===== src/design/rv_consts.svh =====
`ifndef RV_CONSTS_SVH
`define RV_CONSTS_SVH

// Major opcodes
`define F7_ITYPE    7'b0010011
`define F7_IW       7'b0011011
`define F7_RTYPE    7'b0110011
`define F7_RW       7'b0111011
`define F7_JAL      7'b1101111
`define F7_JALR     7'b1100111
`define F7_BTYPE    7'b1100011
`define F7_AUIPC    7'b0010111
`define F7_LUI      7'b0110111
`define F7_LD       7'b0000011
`define F7_SD       7'b0100011

// funct3 for integer ops
`define F3_ADD_SUB  3'b000
`define F3_SLL      3'b001
`define F3_SLT      3'b010
`define F3_SLTU     3'b011
`define F3_XOR      3'b100
`define F3_SR       3'b101
`define F3_OR       3'b110
`define F3_AND      3'b111
`define F3_ADD_SUBW 3'b000
`define F3_SLLW     3'b001
`define F3_SRW      3'b101

// funct3 for branches
`define F3_BEQ      3'b000
`define F3_BNE      3'b001
`define F3_BLT      3'b100
`define F3_BGE      3'b101
`define F3_BLTU     3'b110
`define F3_BGEU     3'b111

`define F6_LOGIC    6'b000000
`define F6_ARITH    6'b010000
`define F7_R_ADD    7'b0000000
`define F7_R_SUB    7'b0100000

`define RESET_PC    64'h0000_0000_8000_0000

`endif


===== src/design/rvTypes_pkg.sv =====
package rvTypes_pkg;

    typedef logic [63:0] u64;    // Register or data word
    typedef logic [31:0] u32;    // Instruction word
    typedef logic [5:0]  u6;     // funct6 field
    typedef logic [4:0]  regIdx_t;

    typedef enum logic [3:0] {
        ADD  = 4'd0,
        SUB  = 4'd1,
        XOR  = 4'd2,
        OR   = 4'd3,
        AND  = 4'd4,
        SCMP = 4'd5,    // Signed less-than
        CMP  = 4'd6,    // Unsigned less-than
        LS   = 4'd7,
        RS   = 4'd8,
        SRS  = 4'd9,
        RSW  = 4'd10,   // Immediate word shifts
        SRSW = 4'd11,
        SRLW = 4'd12,   // Register word shifts
        SRAW = 4'd13,
        SLLW = 4'd14
    } aluFunc_t;

    typedef enum logic [2:0] {
        NONE  = 3'd0,
        ITYPE = 3'd1,
        RTYPE = 3'd2,
        STYPE = 3'd3,
        BTYPE = 3'd4,
        UTYPE = 3'd5,
        JTYPE = 3'd6
    } opType_t;

    typedef enum logic [2:0] {
        BRANCH_NONE = 3'd0,
        BRANCH_BEQ  = 3'd1,
        BRANCH_BNE  = 3'd2,
        BRANCH_BLT  = 3'd3,
        BRANCH_BGE  = 3'd4,
        BRANCH_BLTU = 3'd5,
        BRANCH_BGEU = 3'd6
    } branch_t;

    // log2 of the access width in bytes
    typedef enum logic [1:0] {
        MSIZE1 = 2'd0,
        MSIZE2 = 2'd1,
        MSIZE4 = 2'd2,
        MSIZE8 = 2'd3
    } msize_t;

    typedef struct packed {
        opType_t    op;
        aluFunc_t   alufunc;
        branch_t    branch;
        logic       regWrite;
        logic       selectA;        // PC as operand A
        logic       selectB;        // Immediate as operand B
        logic       extAluOut;      // Sign-extend low word of result
        logic       pcTarget;       // JALR
        logic [1:0] wbSelect;       // 00 alu, 01 mem, 10 pc+4, 11 imm
        logic [1:0] memRw;          // 01 read, 10 write
        msize_t     msize;
        logic       mem_unsigned;
    } control_t;

endpackage


===== src/design/pcUnit.sv =====
`include "rv_consts.svh"

module pcUnit (
    input  logic                  clk,
    input  logic                  rst,
    input  logic                  advance,
    input  rvTypes_pkg::control_t ctl,
    input  rvTypes_pkg::u64       rs1Data,
    input  rvTypes_pkg::u64       rs2Data,
    input  rvTypes_pkg::u64       imm,
    input  rvTypes_pkg::u64       aluOut,
    output rvTypes_pkg::u64       pc,
    output rvTypes_pkg::u64       pcPlus4
);
    logic            taken;
    rvTypes_pkg::u64 nextPc;

    always_comb begin
        unique case (ctl.branch)
            rvTypes_pkg::BRANCH_BEQ:  taken = (rs1Data == rs2Data);
            rvTypes_pkg::BRANCH_BNE:  taken = (rs1Data != rs2Data);
            rvTypes_pkg::BRANCH_BLT:  taken = ($signed(rs1Data) < $signed(rs2Data));
            rvTypes_pkg::BRANCH_BGE:  taken = ($signed(rs1Data) >= $signed(rs2Data));
            rvTypes_pkg::BRANCH_BLTU: taken = (rs1Data < rs2Data);
            rvTypes_pkg::BRANCH_BGEU: taken = (rs1Data >= rs2Data);
            default:                  taken = 1'b0;
        endcase
    end

    assign pcPlus4 = pc + 64'd4;

    always_comb begin
        if (ctl.pcTarget)
            nextPc = {aluOut[63:1], 1'b0};  // JALR
        else if (taken || ctl.op == rvTypes_pkg::JTYPE)
            nextPc = pc + imm;
        else
            nextPc = pcPlus4;
    end

    always_ff @(posedge clk) begin
        if (rst)
            pc <= `RESET_PC;
        else if (advance)
            pc <= nextPc;
    end

endmodule


===== config.mk =====
export PLATFORM = sky130hd
export DESIGN_NAME = pcUnit
export DESIGN_NICKNAME = d
export VERILOG_FILES = /design/src/design/rvTypes_pkg.sv /design/src/design/pcUnit.sv
export VERILOG_INCLUDE_DIRS = /design/src /design/src/design
export SDC_FILE = /design/constraint.sdc
export NUM_CORES = 1
export LEC_CHECK = 0
export ABC_AREA = 1
export BUFFER_PORTS_ARGS = -buffer_cell sky130_fd_sc_hd__buf_2
export CAP_MARGIN = 20
export CORE_ASPECT_RATIO = 0.8
export CORE_UTILIZATION = 46
export CTS_BUF_LIST = sky130_fd_sc_hd__clkbuf_8 sky130_fd_sc_hd__clkbuf_16
export DETAILED_ROUTE_END_ITERATION = 6
export PLACE_DENSITY = 0.78
export RECOVER_POWER = 100
export SLEW_MARGIN = 20
export SYNTH_ARGS = -nofsm -noshare
export SYNTH_HDL_FRONTEND = slang
export SYNTH_SLANG_ARGS = --single-unit

===== constraint.sdc =====
create_clock -name clk -period 2.4 [get_ports clk]
set_input_delay 0.12 -clock clk [delete_from_list [all_inputs] [get_ports clk]]
set_output_delay 0.12 -clock clk [all_outputs]
set_load 0.03 [all_outputs]

==> flow_summary_export.csv, run 1 <==
group,metric,value,unit
die,ios,409,
yosys,synth_top_area_frac,0.139,
yosys,seq_area_frac_synth,0.111,
yosys,synth_nets,2384,
die,die_height,144,µm
sta,grt-worst-endpoint,"pcPlus4[50]",
yosys,synth_top_flop_cell,"dfxtp_1",
cts,cts.sinks,64,
cts,numCtsBuffers,9,
yosys,ys_async_sr_fraction,0,
placed_design,port_buffers,392,
cts,clockBufferDepth,2,
placed_design,place_congestion,1.07,
outcome,error,"[ERROR GRT-0232] Routing congestion too high. Check the congestion heatmap in the GUI.",
yosys,synth_largest_area_cell,"ha_1",
global_route,grt_max_degree,58,
cts,hold_buffers,0,
yosys,synth.top_cells.by_area,"ha_1 (14%), nand2_1 (13%), dfxtp_1 (11%)",
yosys,synth_edf_count,0,
yosys,synthDistinctLibCells,48,
outcome,haltStage,"global routing",
yosys,syn_area,11500,µm²
global_route,grt-ovfl-total,458,
die,start_util,0.471,
global_route,grt_use_total,0.899,
placed_design,dp_hpwl,53.1,mm
die,die_w,179,µm
yosys,yosys_warnings,0,
outcome,status,"aborted with a tool error",
yosys,syn_area_per_cell,5.83,µm²
cts,ctsHtreeMaxLevel,3,
yosys,yosys-top-cells-count,"nand2_1 (403), inv_1 (312), nor2_1 (235)",
cts,root_buffer,"clkbuf_16",
sta,worst-ep-kind,"primary output",
yosys,postSynthCellCount,1974,
yosys,synth.most_common_cell,"nand2_1",
yosys,ys_ff_latch,64,
placed_design,place_area,16900,µm²
die,rows,51,
==> kinds of logic after synthesis <==
logic type / share of synthesized area
fa+ha+maj: 0.141
simple gates: 0.345
buf+inv: 0.121
xor+xnor: 0.0776
compound gates: 0.204
flops: 0.111
==> per-stage QoR <==
stage	worst slack, ns	std cells	setup TNS, ns	hold WS (ns)	util
4_1_cts	-0.421	3102	-19.53	0.0536	0.798
3_5_place_dp	-0.397	3021	-20.63	0.392	0.693
3_3_place_gp	-0.350	3021	-14.52	0.391	0.693
2_1_floorplan	-0.137	1974	-0.480	0.259	-
==> routing by layer <==
layer,GRT usage,GRT overflow
met1,0.877,29
met2,1.01,241
met3,0.805,39
met4,0.919,144
met5,0.734,5
==> repair_timing <==
item,CTS
gates resized for setup,406
pin swaps,107
setup endpoints to repair,91
cloned,1
setup buffers,71
==> run 2, diff against run 1 <==
--- a/config.mk
+++ b/config.mk
@@ -9,11 +9,9 @@
 export ABC_AREA = 1
 export BUFFER_PORTS_ARGS = -buffer_cell sky130_fd_sc_hd__buf_2
 export CAP_MARGIN = 20
-export CORE_ASPECT_RATIO = 0.8
-export CORE_UTILIZATION = 46
-export CTS_BUF_LIST = sky130_fd_sc_hd__clkbuf_8 sky130_fd_sc_hd__clkbuf_16
+export CORE_UTILIZATION = 31
 export DETAILED_ROUTE_END_ITERATION = 6
-export PLACE_DENSITY = 0.78
+export PLACE_DENSITY_LB_ADDON = 0.15
 export RECOVER_POWER = 100
 export SLEW_MARGIN = 20
 export SYNTH_ARGS = -nofsm -noshare
==> constraint.sdc (replaced) <==
create_clock -name clk -period 3.12 [get_ports clk]
set_input_delay 0.156 -clock clk [delete_from_list [all_inputs] [get_ports clk]]
set_output_delay 0.156 -clock clk [all_outputs]
set_load 0.03 [all_outputs]
==> run 2 against run 1 <==
Against the previous run: the flow now finishes, with violations (design-rule violations); synthesized area is the same; synthesized cell count stayed put.
==> flow_summary_export.csv, run 2 <==
group,metric,value,unit
outcome,status,"complete, but fails checks",
outcome,violations,"design-rule violations",
run,drv_cap,0,
yosys,synth_top_area_frac,0.139,
drt,antenna_left,0,
drt,avgRoutedWirePerCell,20.6,µm
global_route,grt_max_degree,47,
layout,final_cell_mix,"nand2_1 (402), inv_1 (310), buf_2 (273)",
placed_design,place_congestion,1.03,
global_route,grt_pass1_wl,87.6,mm
min_path,hold_class,"in -> reg",
setup_path,setup.worst_path.end_class,"primary output",
yosys,ys_async_sr_fraction,0,
setup_path,path_cells,"inv_1 > nor4_1 > nand2_1 > nor2_1 > nand4_1 > nor3_1 > clkbuf_1 > xnor2_1 > inv_1 > buf_2",
yosys,synth.most_common_cell,"nand2_1",
layout,fill_cells,4162,
sta,setup_viol,0,
setup_path,crit_slowest_cell,"dfxtp_1",
sta,timing.fmax,0.334,GHz
yosys,postSynthCellCount,1974,
layout,final_cells,2913,
yosys,yosys-top-cells-count,"nand2_1 (403), inv_1 (312), nor2_1 (235)",
cts,cts.sinks,64,
drt,wl_met3,4.23,mm
global_route,grt-ovfl-total,0,
setup_path,max_stage_delay,0.47,ns
yosys,syn_area,11500,µm²
drt,wl,59.9,mm
drt,wl_met2,27.6,mm
cts,hold_buffers,0,
setup_path,crit_type,"reg -> out",
drt,top_layer_used,"met5",
placed_design,dp_slack,0.220,ns
drt,drc,8,
layout,area.growth.synth_to_final,28.9,%
setup_path,critPathMaxFanout,4,
cts,clockBufferDepth,2,
layout,layout_commonest_cell,"nand2_1",
cts,cts_tree,"built",
layout,drive_above_1_share,0.189,
setup_path,cp.buffers_inverters,4,
layout,nNetsFinal,2850,
sta,relSlewSlack,0.544,
placed_design,port_buffers,392,
yosys,synth_largest_area_cell,"ha_1",
setup_path,crit_top_cell,"inv_1",
placed_design,dp_hpwl,51.8,mm
global_route,grt_pass1_vias,14700,
drt,drt_iter0_markers,1125,
sta,drv_slew,0,
pwr,power.density,329,nW/µm²
die,die_height,195,µm
pwr,leakagePower,7.34,nW
layout,largest_reg_flops,64,
drt,via_count,15200,
die,die_w,195,µm
global_route,grt_use_total,0.307,
setup_path,cpLargestDelayFamily,"simple AND/OR/NAND/NOR gates",
global_route,antenna_found_initial,3,
die,start_util,0.315,
die,rows,70,
yosys,yosys_warnings,0,
sta,tightest_slew,0.684,ns
yosys,synth_nets,2384,
sta,fin_ws,0.128,ns
yosys,synthDistinctLibCells,48,
die,dieArea,37900,µm²
sta,timing.final.crit_share,0.959,
sta,period_needed,2.99,ns
die,core_area,36600,µm²
setup_path,cp-start-kind,"flop",
layout,top_regs,"pc: 64 flops",
yosys,synth_top_flop_cell,"dfxtp_1",
yosys,synth.top_cells.by_area,"ha_1 (14%), nand2_1 (13%), dfxtp_1 (11%)",
layout,largest-register,"pc",
drt,via_per_inst,5.21,
cts,ctsHtreeMaxLevel,3,
setup_path,worstPathRequired,2.96,ns
yosys,syn_area_per_cell,5.83,µm²
die,ios,409,
cts,root_buffer,"clkbuf_16",
sta,finClkSkew,0.00981,ns
placed_design,dp.cells,2892,
pwr,peakVddDrop,0.000227,V
drt,drt-pass1-iter-count,7,
sta,hold_viol,0,
layout,finish.utilization,0.405,
drt,met1_length,26.3,mm
cts,numCtsBuffers,9,
yosys,synth_edf_count,0,
yosys,ys_ff_latch,64,
setup_path,arrival,2.84,ns
cts,clkLatencyLatePin,0.36,ns
yosys,seq_area_frac_synth,0.111,
cts,cts.clk_slew.worst_paths,0.06,ns
run 2: repair_timing:
action | CTS | global route
endpoints found under the setup margin | 7 | 23
buffers inserted | 1 | 4
pin swaps | 2 | 5
resized for setup | 6 | 18
run 2: routing by layer:
layer | vias up | track usage
met1 | 7054 | 0.407
met2 | 596 | 0.519
met3 | 74 | 0.0401
met4 | 2 | 0.0819
li1 | 7440 | -
met5 | - | 0
run 2: worst min-delay path: cells and delay by family:
kind	cells	cell delay, ns
compound gates	2	0.17
buf+inv	1	0.08
run 2: final timing paths:
path	start	cells after the start	slack, ns	endpoint
max	pc[26]$_SDFFE_PP0P_	10	0.13	pcPlus4[61]
min	aluOut[28]	3	0.09	pc[28]$_SDFFE_PP0P_
max reg2reg	pc[18]$_SDFFE_PP0P_	13	0.24	pc[35]$_SDFFE_PP0P_
min reg2reg	pc[3]$_SDFFE_PP0P_	2	0.51	pc[3]$_SDFFE_PP0P_
run 2: power by group:
part | total [W] | switching [W] | internal [W] | leakage, nW
Sequential | 0.000990 | 0.000101 | 0.000889 | 0.530
Clock | 0.00106 | 0.000425 | 0.000633 | 0.145
Combinational | 0.00283 | 0.00189 | 0.000941 | 6.66
Total | 0.00488 | 0.00241 | 0.00246 | 7.34
run 2: area by class of cell:
type | instances | area, µm² | area share
Timing Repair Buffer | 502 | 2670 | 0.180
Clock inverter | 4 | 45.0 | 0.00303
Antenna cell | 1 | 2.50 | 0.000169
Tap cell | 468 | 586 | 0.0395
Inverter | 315 | 1180 | 0.0797
Sequential cell | 64 | 1280 | 0.0865
Clock buffer | 11 | 243 | 0.0164
Multi-Input combinational cell | 1548 | 8830 | 0.595
run 2: kinds of logic (layout without fill, tap and decap cells):
kind of cell / count (synthesis) / in the layout / share of synthesized area
AO/OA/AOI/OAI: 417 / 417 / 0.204
XOR/XNOR: 102 / 102 / 0.0776
adder cells (fa/ha/maj): 129 / 129 / 0.141
buffers and inverters: 362 / 832 / 0.121
flip-flops: 64 / 64 / 0.111
other: 0 / 1 / 0
AND/OR/NAND/NOR: 900 / 900 / 0.345
run 2: per-stage QoR:
step,power (W),instance area [µm²],hold WS [ns],TNS (ns)
after CTS,0.00491,15000,0.0850,0
after detailed placement,0.00384,14700,0.464,0
after global routing,0.00517,14800,0.102,-0.00965
final,0.00488,14800,0.0947,0
after floorplan,0.00267,11500,0.295,0
after global placement,0.00383,14700,0.448,0
(Power assumes the default switching activity.)
==> run 3, diff against run 2 <==
--- a/config.mk
+++ b/config.mk
@@ -9,8 +9,9 @@
 export ABC_AREA = 1
 export BUFFER_PORTS_ARGS = -buffer_cell sky130_fd_sc_hd__buf_2
 export CAP_MARGIN = 20
-export CORE_UTILIZATION = 31
+export CORE_AREA = 2 2 160 162
 export DETAILED_ROUTE_END_ITERATION = 6
+export DIE_AREA = 0 0 162 164
 export PLACE_DENSITY_LB_ADDON = 0.15
 export RECOVER_POWER = 100
 export SLEW_MARGIN = 20
==> run 3 against run 2 <==
Against the previous run: routed wire length shrank 8.5%; the run now ends clean; highest routed layer is now met4; largest cell class unchanged; worst setup slack lost 0.028 ns; global-route usage is 8.7 points higher; largest power group unchanged; fmax decreased by 0.93%; via count rose by 1.8%; critical path type unchanged.
==> flow_summary_export.csv, run 3 (synthesized netlist as in run 2, its figures left out) <==
group,metric,value,unit
setup_path,worstPathRequired,2.96,ns
cts,numCtsBuffers,9,
global_route,grt_pass1_wl,79.8,mm
setup_path,max_stage_delay,0.33,ns
setup_path,cp-start-kind,"flop",
setup_path,r2r_slack,0.17,ns
placed_design,place_congestion,1.06,
drt,drt-pass1-iter-count,6,
sta,fin_ws,0.0997,ns
setup_path,critPathMaxFanout,5,
placed_design,dp_hpwl,46.4,mm
setup_path,crit_type,"reg -> out",
min_path,hold_class,"in -> reg",
pwr,swShare,0.493,
die,ios,409,
sta,timing.final.crit_share,0.968,
global_route,grt_pass1_vias,14300,
sta,finClkSkew,0.0160,ns
drt,wl,54.8,mm
layout,top_regs,"pc: 64 flops",
sta,setup_viol,0,
global_route,grt_use_total,0.394,
run,drv_cap,0,
cts,ctsHtreeMaxLevel,3,
layout,final_cell_mix,"nand2_1 (401), inv_1 (312), buf_2 (274)",
pwr,power,0.00480,W
pwr,power.density,330,nW/µm²
layout,layout_commonest_cell,"nand2_1",
global_route,antenna_found_initial,9,
cts,cts_tree,"built",
sta,period_needed,3.02,ns
sta,tightest_slew,1.03,ns
pwr,power_frac_seq,0.206,
pwr,comb_power_share,0.573,
layout,finish.utilization,0.586,
drt,via_count,15400,
sta,hold_viol,0,
sta,drv_slew,0,
outcome,status,"completed",
layout,largest-register,"pc",
layout,area.growth.synth_to_final,26.4,%
global_route,grt-ovfl-total,0,
drt,drt_iter0_markers,1608,
die,die_w,162,µm
setup_path,arrival,2.86,ns
layout,largest_reg_flops,64,
pwr,leakagePower,7.29,nW
sta,relSlewSlack,0.316,
setup_path,path_cells,"buf_4 > ha_4 > nand2_2 > nor3_4 > nand4_4 > nor2_4 > nand2_4 > nor2_4 > nand2_4 > nor3_2 > nand2_1 > xor2_1 > buf_2",
drt,via_per_inst,5.60,
global_route,grt_max_degree,55,
cts,cts.clk_slew.worst_paths,0.06,ns
drt,drc,0,
pwr,peakVddDrop,0.000230,V
drt,antenna_left,0,
setup_path,setup.worst_path.end_class,"primary output",
die,dieArea,26600,µm²
pwr,power.internal,0.00244,W
die,rows,58,
placed_design,dp.cells,2727,
setup_path,crit_slowest_cell,"dfxtp_2",
cts,clockBufferDepth,2,
layout,drive_above_1_share,0.180,
pwr,p_switching,0.00236,W
cts,cts.sinks,64,
die,die_height,164,µm
sta,timing.fmax,0.331,GHz
drt,avgRoutedWirePerCell,19.9,µm
layout,final_cells,2756,
cts,root_buffer,"clkbuf_16",
die,start_util,0.464,
die,core_area,24800,µm²
placed_design,port_buffers,392,
placed_design,dp_slack,0.239,ns
cts,clkLatencyLatePin,0.35,ns
layout,nNetsFinal,2823,
pwr,p_clk_frac,0.221,
-- run 3: cell types whose count changed in the layout (fill, tap and decap cells not counted), sizes merged --
cell / previous run / this run
diode: 1 / 9
clkinvlp: 0 / 1
clkbuf: 143 / 134
clkinv: 4 / 2
buf: 370 / 353
-- run 3: per-stage QoR --
stage / TNS [ns] / cell area (µm²) / hold WS, ns
after floorplan: 0 / 11500 / 0.295
after global placement: 0 / 14300 / 0.445
after detailed placement: 0 / 14300 / 0.449
after CTS: 0 / 14600 / 0.0910
after global routing: -0.0275 / 14600 / 0.113
final: 0 / 14600 / 0.0939
-- run 3: area by class of cell --
class	instances	area (µm²)
Antenna cell	9	22.5
Inverter	315	1180
Tap cell	330	413
Clock buffer	12	246
Fill cell	2688	10300
Multi-Input combinational cell	1548	8890
Sequential cell	64	1280
Timing Repair Buffer	475	2470
Clock inverter	3	42.5
-- run 3: power by group through the flow --
| stage | Combinational [W] | Sequential (W) | Clock (W) |
|---|---|---|---|
| 3_3_place_gp | 0.00268 | 0.000995 | 0 |
| 2_1_floorplan | 0.00154 | 0.00113 | 0 |
| 4_1_cts | 0.00273 | 0.000979 | 0.00106 |
| 5_1_grt | 0.00297 | 0.000993 | 0.00109 |
| 3_5_place_dp | 0.00271 | 0.000995 | 0 |
| 6_report | 0.00275 | 0.000990 | 0.00106 |
-- run 3: path summary, 6_finish.rpt --
path                            from             endpoint  depth (start not counted)
hold reg to reg   pc[3]$_SDFFE_PP0P_   pc[3]$_SDFFE_PP0P_                          2
setup reg to reg  pc[2]$_SDFFE_PP0P_  pc[37]$_SDFFE_PP0P_                         17
setup / recovery  pc[2]$_SDFFE_PP0P_          pcPlus4[56]                         13
hold / removal             aluOut[5]   pc[5]$_SDFFE_PP0P_                          3
-- run 3: critical path: cells and delay by family (launching register included) --
| family | cells | cell delay (ns) |
|---|---|---|
| AND/OR/NAND/NOR | 9 | 1.41 |
| adder cells (fa/ha/maj) | 1 | 0.14 |
| buffers and inverters | 2 | 0.39 |
| XOR/XNOR | 1 | 0.22 |
| flip-flops | 1 | 0.33 |
-- run 3: timing repair --
item,CTS,global route
pin swaps,1,9
setup buffers,1,4
resized for setup,5,26
hold buffers,0,0
cloned,0,0
endpoints found under the setup margin,5,17
-- run 3: per-layer routing --
layer  up-vias  routed length [µm]  GRT usage
met4         0                2450      0.183
li1       7390                   -          -
met3       134                5860     0.0692
met1      7068               21800      0.509
met2       843               24600      0.638
met5         -                   0          0
==> run 4, diff against run 3 <==
==> constraint.sdc (replaced) <==
create_clock -name clk -period 3.7 [get_ports clk]
set_input_delay 0.185 -clock clk [delete_from_list [all_inputs] [get_ports clk]]
set_output_delay 0.185 -clock clk [all_outputs]
set_load 0.03 [all_outputs]
==> run 4 against run 3 <==
Against the previous run: the run now ends with design-rule violations left; cell count is 2.0% lower; routed wire length is 1.5% lower; clock skew is 0.0070 ns lower; non-clock buffer count is 53 lower; critical path depth stayed put; worst setup slack better by 0.080 ns; design area is 4.0% lower; die area stayed put; worst hold slack better by 0.029 ns; sequential share of layout area is 0.34 points higher; clock power is 10% lower; critical endpoint unchanged.
==> flow_summary_export.csv, run 4 (synthesized netlist as in run 2, its figures left out) <==
group,metric,value,unit
die,die_height,164,µm
sta,setup_viol,0,
die,ios,409,
pwr,swShare,0.492,
layout,largest_reg_flops,64,
setup_path,cp-start-kind,"flop",
cts,hold_buffers,0,
placed_design,place_congestion,1.11,
min_path,hold_class,"in -> reg",
min_path,hp-start,"aluOut[31]",
pwr,leakagePower,6.89,nW
layout,nNetsFinal,2770,
sta,drv_slew,0,
die,rows,58,
global_route,met1_usage,0.494,
die,start_util,0.464,
sta,period_needed,3.52,ns
setup_path,setup.worst_path.end_class,"primary output",
global_route,use_met3,0.0604,
layout,final_cell_mix,"nand2_1 (403), inv_1 (312), buf_2 (272)",
setup_path,rr_endpoint,"pc[33]$_SDFFE_PP0P_",
setup_path,r2r-start,"pc[2]$_SDFFE_PP0P_",
pwr,comb_power_share,0.546,
cts,cts.sinks,64,
sta,timing.final.crit_share,0.952,
pwr,power.internal,0.00204,W
layout,layout_commonest_cell,"nand2_1",
global_route,grt_pass1_vias,13900,
drt,avgRoutedWirePerCell,20.0,µm
setup_path,worstPathRequired,3.51,ns
setup_path,arrival,3.34,ns
setup_path,r2r_slack,0.42,ns
pwr,p_switching,0.00197,W
placed_design,place_area,13900,µm²
pwr,power_frac_seq,0.217,
setup_path,critPathMaxFanout,5,
placed_design,dp_hpwl,45.9,mm
die,dieArea,26600,µm²
drt,drt_iter0_markers,1458,
pwr,power.density,287,nW/µm²
sta,rsz0062_at_grt,"no",
min_path,hold_end,"pc[31]$_SDFFE_PP1P_",
pwr,peakVddDrop,0.000207,V
die,core_area,24800,µm²
cts,clkLatencyLatePin,0.34,ns
outcome,status,"complete, but fails checks",
sta,relSlewSlack,0.341,
cts,cts.clk_slew.worst_paths,0.06,ns
global_route,grt_max_degree,47,
die,die_w,162,µm
global_route,antenna_found_initial,6,
cts,root_buffer,"clkbuf_16",
global_route,grt_use_met2,0.646,
setup_path,r2r_cells,14,
drt,drc,12,
cts,ctsHtreeMaxLevel,3,
cts,numCtsBuffers,9,
min_path,hold-path-cell-count,3,
sta,timing.fmax,0.284,GHz
drt,via_per_inst,5.62,
drt,via_count,15200,
sta,setup_tns,0,ns
placed_design,port_buffers,392,
sta,finClkSkew,0.00896,ns
layout,largest-register,"pc",
sta,hold_viol,0,
sta,tightest_slew,0.988,ns
layout,design_area,14000,µm²
cts,clockBufferDepth,2,
run,drv_cap,0,
global_route,grt_use_total,0.385,
layout,fill_cells,2741,
global_route,grt_pass1_wl,78.0,mm
outcome,violations,"design-rule violations",
global_route,busiest_layer,"met2",
drt,antenna_left,0,
drt,drt-pass1-iter-count,7,
global_route,grt-ovfl-total,0,
pwr,p_clk_frac,0.237,
layout,drive_above_1_share,0.147,
drt,wl,54.0,mm
cts,cts_resized,0,
layout,top_regs,"pc: 64 flops",
cts,post_cts_buffers,0,
setup_path,crit_type,"reg -> out",
layout,area.growth.synth_to_final,21.3,%
cts,cts_tree,"built",
==> run 4: how the worst max path moves through the flow <==
stage,startpoint,end,slack (ns),cells past startpoint
2_1_floorplan,pc[2]$_SDFFE_PP0P_,pc[60]$_SDFFE_PP0P_,0.77,15
6_report,pc[2]$_SDFFE_PP0P_,pcPlus4[56],0.18,13
4_1_cts,pc[2]$_SDFFE_PP0P_,pcPlus4[62],0.32,13
3_3_place_gp,pc[2]$_SDFFE_PP0P_,pc[33]$_SDFFE_PP0P_,0.61,14
5_1_grt,pc[2]$_SDFFE_PP0P_,pcPlus4[55],0.03,13
3_5_place_dp,pc[2]$_SDFFE_PP0P_,pc[33]$_SDFFE_PP0P_,0.54,14
==> run 4: worst max-delay path: stages, from the launching register on <==
cell and delay [ns]:
dfxtp_1 0.34, buf_4 0.14, ha_1 0.17, nand2_1 0.12, nor3_4 0.26, nand4_4 0.18
nor2_4 0.16, nand2_2 0.08, nor2_1 0.41, nand2_2 0.14, nor3_1 0.36, nand2_1 0.13
xor2_1 0.23, clkbuf_2 0.25
==> run 4: cell type report <==
cell class	count	area, µm²	area share
sequential	64	1280	0.0917
tap	330	413	0.0296
inverter	315	1180	0.0846
multi-input combinational	1548	8730	0.625
antenna	6	15.0	0.00107
clock inverter	5	81.3	0.00582
clock buffer	11	233	0.0167
timing repair buffer	422	2040	0.146
==> run 4: stage by stage <==
| step | instances | hold WS (ns) | worst slack [ns] | total power [W] | util |
|---|---|---|---|---|---|
| 4_1_cts | 2695 | 0.116 | 0.324 | 0.00399 | 0.573 |
| 6_report | 2701 | 0.123 | 0.179 | 0.00401 | 0.563 |
| 3_3_place_gp | 2679 | 0.465 | 0.614 | 0.00303 | 0.560 |
| 2_1_floorplan | 1974 | 0.324 | 0.769 | 0.00225 | - |
| 5_1_grt | 2701 | 0.131 | 0.0265 | 0.00422 | 0.563 |
| 3_5_place_dp | 2679 | 0.461 | 0.540 | 0.00305 | 0.560 |
==> run 4: power groups by stage <==
| stage | clock network (W) | registers, W | logic [W] |
|---|---|---|---|
| final | 0.000952 | 0.000871 | 0.00219 |
| after CTS | 0.000947 | 0.000859 | 0.00219 |
| after global placement | 0 | 0.000871 | 0.00216 |
| after global routing | 0.000972 | 0.000874 | 0.00237 |
| after floorplan | 0 | 0.000955 | 0.00130 |
| after detailed placement | 0 | 0.000873 | 0.00218 |
==> run 4: metal layers <==
layer,wire length [µm],up-vias
met3,5170,105
met1,21800,6963
met2,24800,816
li1,-,7299
met4,2180,0
met5,0,-
